--- src/include/ring_cfg.svh ---
`ifndef RING_CFG_SVH
`define RING_CFG_SVH

// --------------------------------------------------
// flit geometry
// msb first: vc, dir, rsvd, hop, src, payload
// --------------------------------------------------
`define RING_FLIT_W  64
`define RING_VC_BIT  63

// 0 clockwise, 1 counter-clockwise
`define RING_DIR_BIT 62

// hop count, one bit per remaining hop
`define RING_HOP_LSB 48
`define RING_HOP_W   8

// source id, carried along untouched
`define RING_SRC_LSB 32

// even and odd channel per port
`define RING_NUM_VC  2

`endif

--- src/source/ring_pkg.sv ---
`include "ring_cfg.svh"

package ring_pkg;

    // --------------------------------------------------
    // flit and link
    // --------------------------------------------------

    // field widths follow from the edges in ring_cfg.svh
    typedef struct packed {
        logic [`RING_FLIT_W-`RING_VC_BIT-1:0]                  vc;
        logic [`RING_VC_BIT-`RING_DIR_BIT-1:0]                 dir;
        logic [`RING_DIR_BIT-`RING_HOP_LSB-`RING_HOP_W-1:0]    rsvd;
        logic [`RING_HOP_W-1:0]                                hop;
        logic [`RING_HOP_LSB-`RING_SRC_LSB-1:0]                src;
        logic [`RING_SRC_LSB-1:0]                              payload;
    } flit_t;

    // what a neighbour presents on one input port
    typedef struct packed {
        flit_t data;
        logic  send;
    } link_in_t;

    // --------------------------------------------------
    // encodings
    // --------------------------------------------------

    // legal hop codes at injection from the pe
    typedef enum logic [`RING_HOP_W-1:0] {
        HOP_ONE   = 8'b0000_0001,
        HOP_TWO   = 8'b0000_0011,
        HOP_THREE = 8'b0000_0111
    } hop_code_e;

    // port index for per-port arrays
    typedef enum logic [1:0] {
        PORT_CW  = 2'd0,
        PORT_CCW = 2'd1,
        PORT_PE  = 2'd2
    } port_e;

    // round-robin pointer, one per output and channel
    typedef enum logic {
        FAVOR_A = 1'b0,
        FAVOR_B = 1'b1
    } rr_state_e;

endpackage

--- src/source/inject_decode.sv ---
`timescale 1ns/1ps

module inject_decode
    import ring_pkg::*;
(
    input  link_in_t pe_in,
    output link_in_t pe_checked
);

    // --------------------------------------------------
    // hop code check on packets entering from the pe
    // --------------------------------------------------

    always_comb begin
        // default is pass through
        pe_checked = pe_in;

        case (pe_in.data.hop)
            HOP_ONE: begin
                // single hop, nothing to fix
            end

            HOP_TWO: begin
                // two hops always go clockwise
                pe_checked.data.dir = 1'b0;
            end

            HOP_THREE: begin
                // three hops one way is one hop the other way
                pe_checked.data.dir = ~pe_in.data.dir;
                pe_checked.data.hop = HOP_ONE;
            end

            default: begin
                // bad code, drop without touching a buffer
                pe_checked.send = 1'b0;
            end
        endcase
    end

endmodule

--- src/source/vc_input_stage.sv ---
`timescale 1ns/1ps
`include "ring_cfg.svh"

module vc_input_stage
    import ring_pkg::*;
(
    input  logic                    clk,
    input  logic                    arst_n,
    input  logic                    polarity,
    input  link_in_t                link,
    output logic                    ready,
    output flit_t                   flit [`RING_NUM_VC],
    output logic [`RING_NUM_VC-1:0] full,
    input  logic [`RING_NUM_VC-1:0] take
);

    logic                    wr_en;
    logic [`RING_NUM_VC-1:0] wr_mask;
    flit_t                   wr_flit;

    // --------------------------------------------------
    // link side
    // --------------------------------------------------

    // ready only reflects the channel facing the link now
    assign ready = ~full[polarity];
    assign wr_en = link.send & ready;

    // stamp the channel the packet arrived on
    always_comb begin
        wr_flit    = link.data;
        wr_flit.vc = polarity;
    end

    always_comb begin
        for (int v = 0; v < `RING_NUM_VC; v++) begin
            wr_mask[v] = wr_en && (polarity == 1'(v));
        end
    end

    // --------------------------------------------------
    // one-entry buffers
    // --------------------------------------------------

    // take only hits the inactive channel, write the active one
    always_ff @(posedge clk or negedge arst_n) begin
        if (!arst_n) begin
            full <= '0;
        end else begin
            full <= (full & ~take) | wr_mask;
        end
    end

    always_ff @(posedge clk) begin
        if (wr_en) begin
            flit[polarity] <= wr_flit;
        end
    end

endmodule

--- src/source/route_arbiter.sv ---
`timescale 1ns/1ps
`include "ring_cfg.svh"

module route_arbiter
    import ring_pkg::*;
(
    input  logic                    clk,
    input  logic                    arst_n,
    input  logic                    polarity,
    input  flit_t                   in_flit [3][`RING_NUM_VC],
    input  logic [`RING_NUM_VC-1:0] in_full [3],
    output logic [`RING_NUM_VC-1:0] in_take [3],
    output flit_t                   out_flit [3][`RING_NUM_VC],
    output logic [`RING_NUM_VC-1:0] out_put [3],
    input  logic [`RING_NUM_VC-1:0] out_empty [3]
);

    logic [`RING_NUM_VC-1:0] gnt_a [3];
    logic [`RING_NUM_VC-1:0] gnt_b [3];

    // --------------------------------------------------
    // routing helpers
    // --------------------------------------------------

    // the two inputs that compete for an output
    function automatic port_e contender(port_e dst, logic second);
        port_e src;
        case (dst)
            PORT_CW:  src = second ? PORT_PE : PORT_CW;
            PORT_CCW: src = second ? PORT_PE : PORT_CCW;
            default:  src = second ? PORT_CCW : PORT_CW;
        endcase
        return src;
    endfunction

    // ring traffic keeps going or ejects, pe traffic follows dir
    function automatic port_e route_of(port_e src, flit_t f);
        port_e dst;
        if (src == PORT_PE) begin
            dst = f.dir[0] ? PORT_CCW : PORT_CW;
        end else if (f.hop[0]) begin
            dst = src;
        end else begin
            dst = PORT_PE;
        end
        return dst;
    endfunction

    // one hop consumed per transfer
    function automatic flit_t hop_shift(flit_t f);
        flit_t r;
        r     = f;
        r.hop = f.hop >> 1;
        return r;
    endfunction

    // --------------------------------------------------
    // per output, per channel arbitration
    // --------------------------------------------------
    for (genvar v = 0; v < `RING_NUM_VC; v++) begin : g_vc
        for (genvar o = 0; o < 3; o++) begin : g_out
            localparam port_e SRC_A = contender(port_e'(o), 1'b0);
            localparam port_e SRC_B = contender(port_e'(o), 1'b1);

            logic      sw_active;
            logic      req_a;
            logic      req_b;
            rr_state_e favor_q;

            // switch a channel only while it is off the links
            assign sw_active = (polarity != 1'(v)) & out_empty[o][v];

            assign req_a = sw_active & in_full[SRC_A][v] &
                           (route_of(SRC_A, in_flit[SRC_A][v]) == port_e'(o));
            assign req_b = sw_active & in_full[SRC_B][v] &
                           (route_of(SRC_B, in_flit[SRC_B][v]) == port_e'(o));

            // a lone request wins outright
            assign gnt_a[o][v] = req_a & (~req_b | (favor_q == FAVOR_A));
            assign gnt_b[o][v] = req_b & ~gnt_a[o][v];

            assign out_put[o][v]  = gnt_a[o][v] | gnt_b[o][v];
            assign out_flit[o][v] = gnt_a[o][v] ? hop_shift(in_flit[SRC_A][v])
                                                : hop_shift(in_flit[SRC_B][v]);

            // favor flips only on a real conflict
            always_ff @(posedge clk or negedge arst_n) begin
                if (!arst_n) begin
                    favor_q <= FAVOR_A;
                end else if (req_a && req_b) begin
                    favor_q <= gnt_a[o][v] ? FAVOR_B : FAVOR_A;
                end
            end
        end
    end

    // --------------------------------------------------
    // read strobes back to the inputs
    // --------------------------------------------------
    always_comb begin
        for (int i = 0; i < 3; i++) begin
            in_take[i] = '0;
        end
        // an input targets one output, so at most one grant per input
        for (int o = 0; o < 3; o++) begin
            in_take[contender(port_e'(o), 1'b0)] |= gnt_a[o];
            in_take[contender(port_e'(o), 1'b1)] |= gnt_b[o];
        end
    end

endmodule

--- src/source/output_stage.sv ---
`timescale 1ns/1ps
`include "ring_cfg.svh"

module output_stage
    import ring_pkg::*;
(
    input  logic                    clk,
    input  logic                    arst_n,
    input  logic                    polarity,
    input  flit_t                   flit_in [`RING_NUM_VC],
    input  logic [`RING_NUM_VC-1:0] put,
    output logic [`RING_NUM_VC-1:0] empty,
    output flit_t                   data,
    output logic                    so,
    input  logic                    ro
);

    logic [`RING_NUM_VC-1:0] full_q;
    logic [`RING_NUM_VC-1:0] pop_mask;
    flit_t                   buf_q [`RING_NUM_VC];

    // --------------------------------------------------
    // link side
    // --------------------------------------------------

    // so comes from the buffer alone, never from ro
    assign so    = full_q[polarity];
    assign data  = buf_q[polarity];
    assign empty = ~full_q;

    // handshake completes on so and ro together
    always_comb begin
        for (int v = 0; v < `RING_NUM_VC; v++) begin
            pop_mask[v] = so && ro && (polarity == 1'(v));
        end
    end

    // --------------------------------------------------
    // one-entry buffers
    // --------------------------------------------------

    // put lands on the inactive channel, pop on the active one
    always_ff @(posedge clk or negedge arst_n) begin
        if (!arst_n) begin
            full_q <= '0;
        end else begin
            full_q <= (full_q & ~pop_mask) | put;
        end
    end

    always_ff @(posedge clk) begin
        for (int v = 0; v < `RING_NUM_VC; v++) begin
            if (put[v]) begin
                buf_q[v] <= flit_in[v];
            end
        end
    end

endmodule

--- src/source/gold_router.sv ---
`timescale 1ns/1ps
`include "ring_cfg.svh"

module gold_router
    import ring_pkg::*;
(
    input  logic     clk,
    input  logic     arst_n,
    input  logic     polarity,
    // inputs from the neighbours and the pe
    input  link_in_t cw_in,
    input  link_in_t ccw_in,
    input  link_in_t pe_in,
    output logic     cwri,
    output logic     ccwri,
    output logic     peri,
    // outputs towards the neighbours and the pe
    output flit_t    cwdo,
    output flit_t    ccwdo,
    output flit_t    pedo,
    output logic     cwso,
    output logic     ccwso,
    output logic     peso,
    input  logic     cwro,
    input  logic     ccwro,
    input  logic     pero
);

    link_in_t                pe_checked;
    flit_t                   in_flit [3][`RING_NUM_VC];
    logic [`RING_NUM_VC-1:0] in_full [3];
    logic [`RING_NUM_VC-1:0] in_take [3];
    flit_t                   out_flit [3][`RING_NUM_VC];
    logic [`RING_NUM_VC-1:0] out_put [3];
    logic [`RING_NUM_VC-1:0] out_empty [3];

    // --------------------------------------------------
    // injection decode and input buffers
    // --------------------------------------------------
    inject_decode u_inject (
        .pe_in      (pe_in),
        .pe_checked (pe_checked)
    );

    vc_input_stage u_cw_in (
        .clk      (clk),
        .arst_n   (arst_n),
        .polarity (polarity),
        .link     (cw_in),
        .ready    (cwri),
        .flit     (in_flit[PORT_CW]),
        .full     (in_full[PORT_CW]),
        .take     (in_take[PORT_CW])
    );

    vc_input_stage u_ccw_in (
        .clk      (clk),
        .arst_n   (arst_n),
        .polarity (polarity),
        .link     (ccw_in),
        .ready    (ccwri),
        .flit     (in_flit[PORT_CCW]),
        .full     (in_full[PORT_CCW]),
        .take     (in_take[PORT_CCW])
    );

    // pe sees the checked packet, dropped ones never write
    vc_input_stage u_pe_in (
        .clk      (clk),
        .arst_n   (arst_n),
        .polarity (polarity),
        .link     (pe_checked),
        .ready    (peri),
        .flit     (in_flit[PORT_PE]),
        .full     (in_full[PORT_PE]),
        .take     (in_take[PORT_PE])
    );

    // --------------------------------------------------
    // switch
    // --------------------------------------------------
    route_arbiter u_switch (
        .clk       (clk),
        .arst_n    (arst_n),
        .polarity  (polarity),
        .in_flit   (in_flit),
        .in_full   (in_full),
        .in_take   (in_take),
        .out_flit  (out_flit),
        .out_put   (out_put),
        .out_empty (out_empty)
    );

    // --------------------------------------------------
    // output buffers
    // --------------------------------------------------
    output_stage u_cw_out (
        .clk      (clk),
        .arst_n   (arst_n),
        .polarity (polarity),
        .flit_in  (out_flit[PORT_CW]),
        .put      (out_put[PORT_CW]),
        .empty    (out_empty[PORT_CW]),
        .data     (cwdo),
        .so       (cwso),
        .ro       (cwro)
    );

    output_stage u_ccw_out (
        .clk      (clk),
        .arst_n   (arst_n),
        .polarity (polarity),
        .flit_in  (out_flit[PORT_CCW]),
        .put      (out_put[PORT_CCW]),
        .empty    (out_empty[PORT_CCW]),
        .data     (ccwdo),
        .so       (ccwso),
        .ro       (ccwro)
    );

    // ejection port
    output_stage u_pe_out (
        .clk      (clk),
        .arst_n   (arst_n),
        .polarity (polarity),
        .flit_in  (out_flit[PORT_PE]),
        .put      (out_put[PORT_PE]),
        .empty    (out_empty[PORT_PE]),
        .data     (pedo),
        .so       (peso),
        .ro       (pero)
    );

endmodule

--- config.mk ---
export PLATFORM = sky130hd
export DESIGN_NAME = gold_router
export DESIGN_NICKNAME = d
export VERILOG_FILES = /design/src/source/ring_pkg.sv /design/src/source/inject_decode.sv /design/src/source/vc_input_stage.sv /design/src/source/route_arbiter.sv /design/src/source/output_stage.sv /design/src/source/gold_router.sv
export VERILOG_INCLUDE_DIRS = /design/src /design/src/include
export SDC_FILE = /design/constraint.sdc
export NUM_CORES = 1
export LEC_CHECK = 0
export BUFFER_PORTS_ARGS = -buffer_cell sky130_fd_sc_hd__clkbuf_2
export CAP_MARGIN = 5
export CELL_PAD_IN_SITES_DETAIL_PLACEMENT = 1
export CELL_PAD_IN_SITES_GLOBAL_PLACEMENT = 1
export CORE_ASPECT_RATIO = 1.2
export CORE_MARGIN = 2
export CORE_UTILIZATION = 45
export DETAILED_ROUTE_END_ITERATION = 8
export PLACE_DENSITY = 0.71
export REMOVE_ABC_BUFFERS = 1
export SKIP_CTS_REPAIR_TIMING = 1
export SYNTH_ARGS = -nofsm -noshare
export SYNTH_HDL_FRONTEND = slang
export SYNTH_SLANG_ARGS = --single-unit
--- constraint.sdc ---
create_clock -name clk -period 10.9 [get_ports clk]
set_input_delay 0 -clock clk [delete_from_list [all_inputs] [get_ports clk]]
set_output_delay 0 -clock clk [all_outputs]
set_load 0.005 [all_outputs]
==> results.cfg <==
[outcome]
status = complete, no violations

[pwr]
powerDensity_nw_per_um2 = 198
clkPwrFrac_pct = 33.5
p_switching_w = 0.00196
p_int_w = 0.00564
vdd.ir_drop.worst_v = 0.000182
seqPwrFrac_pct = 50.5
p_sw_share_pct = 25.8
pwr-share-comb_pct = 16.0
power.leakage_nw = 13.9

[clocking]
clock_latency_ns = 0.62
cts-root-buf = clkbuf_16
cts_inserted_buffers = 78
path_clk_slew_ns = 0.07
clkSinkCount = 778
cts_max_level = 3
cts_tree = done
clockBufferDepth = 3

[timing]
finalSetupViolCount = 0
rsz0062_at_grt = no
max_freq_mhz = 322
finalClockSkew_ns = 0.0275
hold_viol_final = 0
holdWs_ns = 0.107
drv_slew = 0
tns_ns = 0
worstMarginPinSlew_ns = 1.14
period_share_pct = 28.5
period_needed_ns = 3.11
slew_headroom_pct = 23.7

[yosys]
ys.flop_type = edfxtp_1
syn_area_um2 = 30900
synth.most_common_cell = edfxtp_1
yosys_warnings = 0
yosysTopAreaCell = edfxtp_1
synth_edf_count = 760
ys_types = 45
seq_area_frac_synth_pct = 75.2
synth_top_area_share_pct = 73.8
async_reset_ff_share_pct = 2.31
syn_avg_cell_area_um2 = 20.3
ys_top_cells_by_count = edfxtp_1, mux2_2, mux2_4
synth_area_leaders = edfxtp_1, mux2_2, mux2_4, dfrtp_1, clkbuf_1
netlist_instances = 1521
synth-seq-cells = 778

[global_route]
grt_pass1_vias = 18200
use_met3_pct = 4.22
grt.busiest_layer = met2
grt_pass1_wl_um = 124000
met1_usage_pct = 27.8
grt_max_degree = 61
grt_use_total_pct = 24.6
overflow = 0
antenna_found_initial = 4
grtUsageMet2_pct = 46.5

[die]
dieArea_um2 = 70900
num_rows = 105
io_pins = 399
coreArea_um2 = 68200
die_h_um = 291
die_x_um = 243
start_util_pct = 45.4

[setup_path]
cp-end-kind = flop
ff2ff_setup_slack_ns = 7.79
required_ns = 11.12
cp_max_fo = 51
worst-setup-path-type = flop to flop
critPathLaunchType = flop
crit_arrival_ns = 3.32

[layout]
stdcell_area_um2 = 38400
fill_cells = 6150
regArea_um2 = 23300
area_growth_pct = 24.1
drive_gt1_share_pct = 50.8
layout.nets = 2354
multiInputGateArea_um2 = 7400

[placement]
routabilityCongestion = 0.814
place_hpwl_um = 52700
placed_area_um2 = 34100
port_buffers = 392

[detailed_routing]
drtPass1Iterations = 5
ant_nets = 0
drt-total-wl_um = 91000
wl_per_cell_um = 29.1
dr.first_iter.drc_count = 1112
via_per_inst = 5.36
vias = 16800
drcViolationCount = 0

[flow_run]
maxCapViolations = 0

[min_path]
min_path_type = primary input to flop
[placed cells by master, fill, tap and decap left out, drive strengths merged, types with 3 or more instances in the layout]
cell	count
a21o	4
a21oi	3
a31o	5
buf	35
bufinv	4
clkbuf	493
clkinv	29
conb	3
dfrtp	18
diode	4
dlygate4sd3	196
edfxtp	760
inv	8
mux2	571
mux2i	3
nand2	15
nand2b	5
nand3	3
nand3b	3
nor2	8
nor3	4
nor3b	4
o21ai	3
xnor2	3
xor2	3
[critical path, cell delays in order, from the launching register on]
cell and delay, ns:
edfxtp_1 0.47, nand2b_1 0.24, o31ai_4 0.90, buf_4 1.00
[flip-flops by register name (all words and copies together), names as in the netlist]
signal	count
u_ccw_in.full	2
u_cw_out.full_q	2
u_pe_in.flit	126
u_switch.g_vc.g_out.favor_q	6
u_ccw_out.buf_q	126
u_pe_in.full	2
u_ccw_in.flit	128
u_ccw_out.full_q	2
u_cw_in.flit	128
u_cw_in.full	2
u_cw_out.buf_q	126
u_pe_out.full_q	2
u_pe_out.buf_q	126
[area by class of cell]
cell class	count	share of cell area, %
Sequential cell	778	60.6
Multi-Input combinational cell	667	19.3
Clock buffer	102	5.37
Antenna cell	4	0.0261
Inverter	6	0.0587
Tap cell	909	2.96
Clock inverter	37	0.795
Timing Repair Buffer	622	10.9
[power by group through the flow]
stage | Sequential (W) | Clock (W) | Combinational [W]
after floorplan | 0.00388 | 0 | 0.000632
after global placement | 0.00387 | 0 | 0.00115
after detailed placement | 0.00390 | 0 | 0.00116
after CTS | 0.00384 | 0.00259 | 0.00117
after global routing | 0.00387 | 0.00270 | 0.00127
final | 0.00384 | 0.00255 | 0.00122
[worst paths after layout]
check,startpoint,depth (start not counted),end
max reg2reg,u_ccw_in.flit[48],3,u_pe_out.buf_q[1][38]
min,cw_in[8],2,u_cw_in.flit[7]
max in group asynchronous,arst_n,3,u_switch.g_vc[1].g_out[1].favor_q
max,u_ccw_in.flit[48],3,u_pe_out.buf_q[1][38]
min in group asynchronous,arst_n,3,u_cw_in.full[0]
min reg2reg,u_switch.g_vc[1].g_out[2].favor_q,1,u_switch.g_vc[1].g_out[2].favor_q
[routing by layer]
| layer | up-vias | wire [µm] |
|---|---|---|
| met5 | - | 0 |
| met4 | 0 | 2370 |
| met3 | 152 | 4290 |
| met2 | 530 | 50000 |
| met1 | 8783 | 34300 |
| li1 | 7286 | - |
[per-stage QoR]
step           cells  util, %  total power [W]  setup WS (ns)
2_1_floorplan   1451        -          0.00451           5.00
3_3_place_gp    2786     49.9          0.00502           7.48
3_5_place_dp    2786     49.9          0.00506           7.46
4_1_cts         2925     53.4          0.00759           7.80
5_1_grt         3125     56.3          0.00784           7.77
6_report        3125     56.3          0.00760           7.79
[kinds of logic (layout without fill, tap and decap cells)]
logic type      after synthesis  count (layout)  synth area share (%)
buf+inv                      78             767                  1.26
flops                       778             778                  75.2
xor+xnor                      6               6                 0.170
mux                         574             574                  21.6
other cells                   1               7                0.0121
compound gates               27              27                 0.659
simple gates                 57              57                  1.07
No activity file was read; power rests on OpenSTA's default activity.
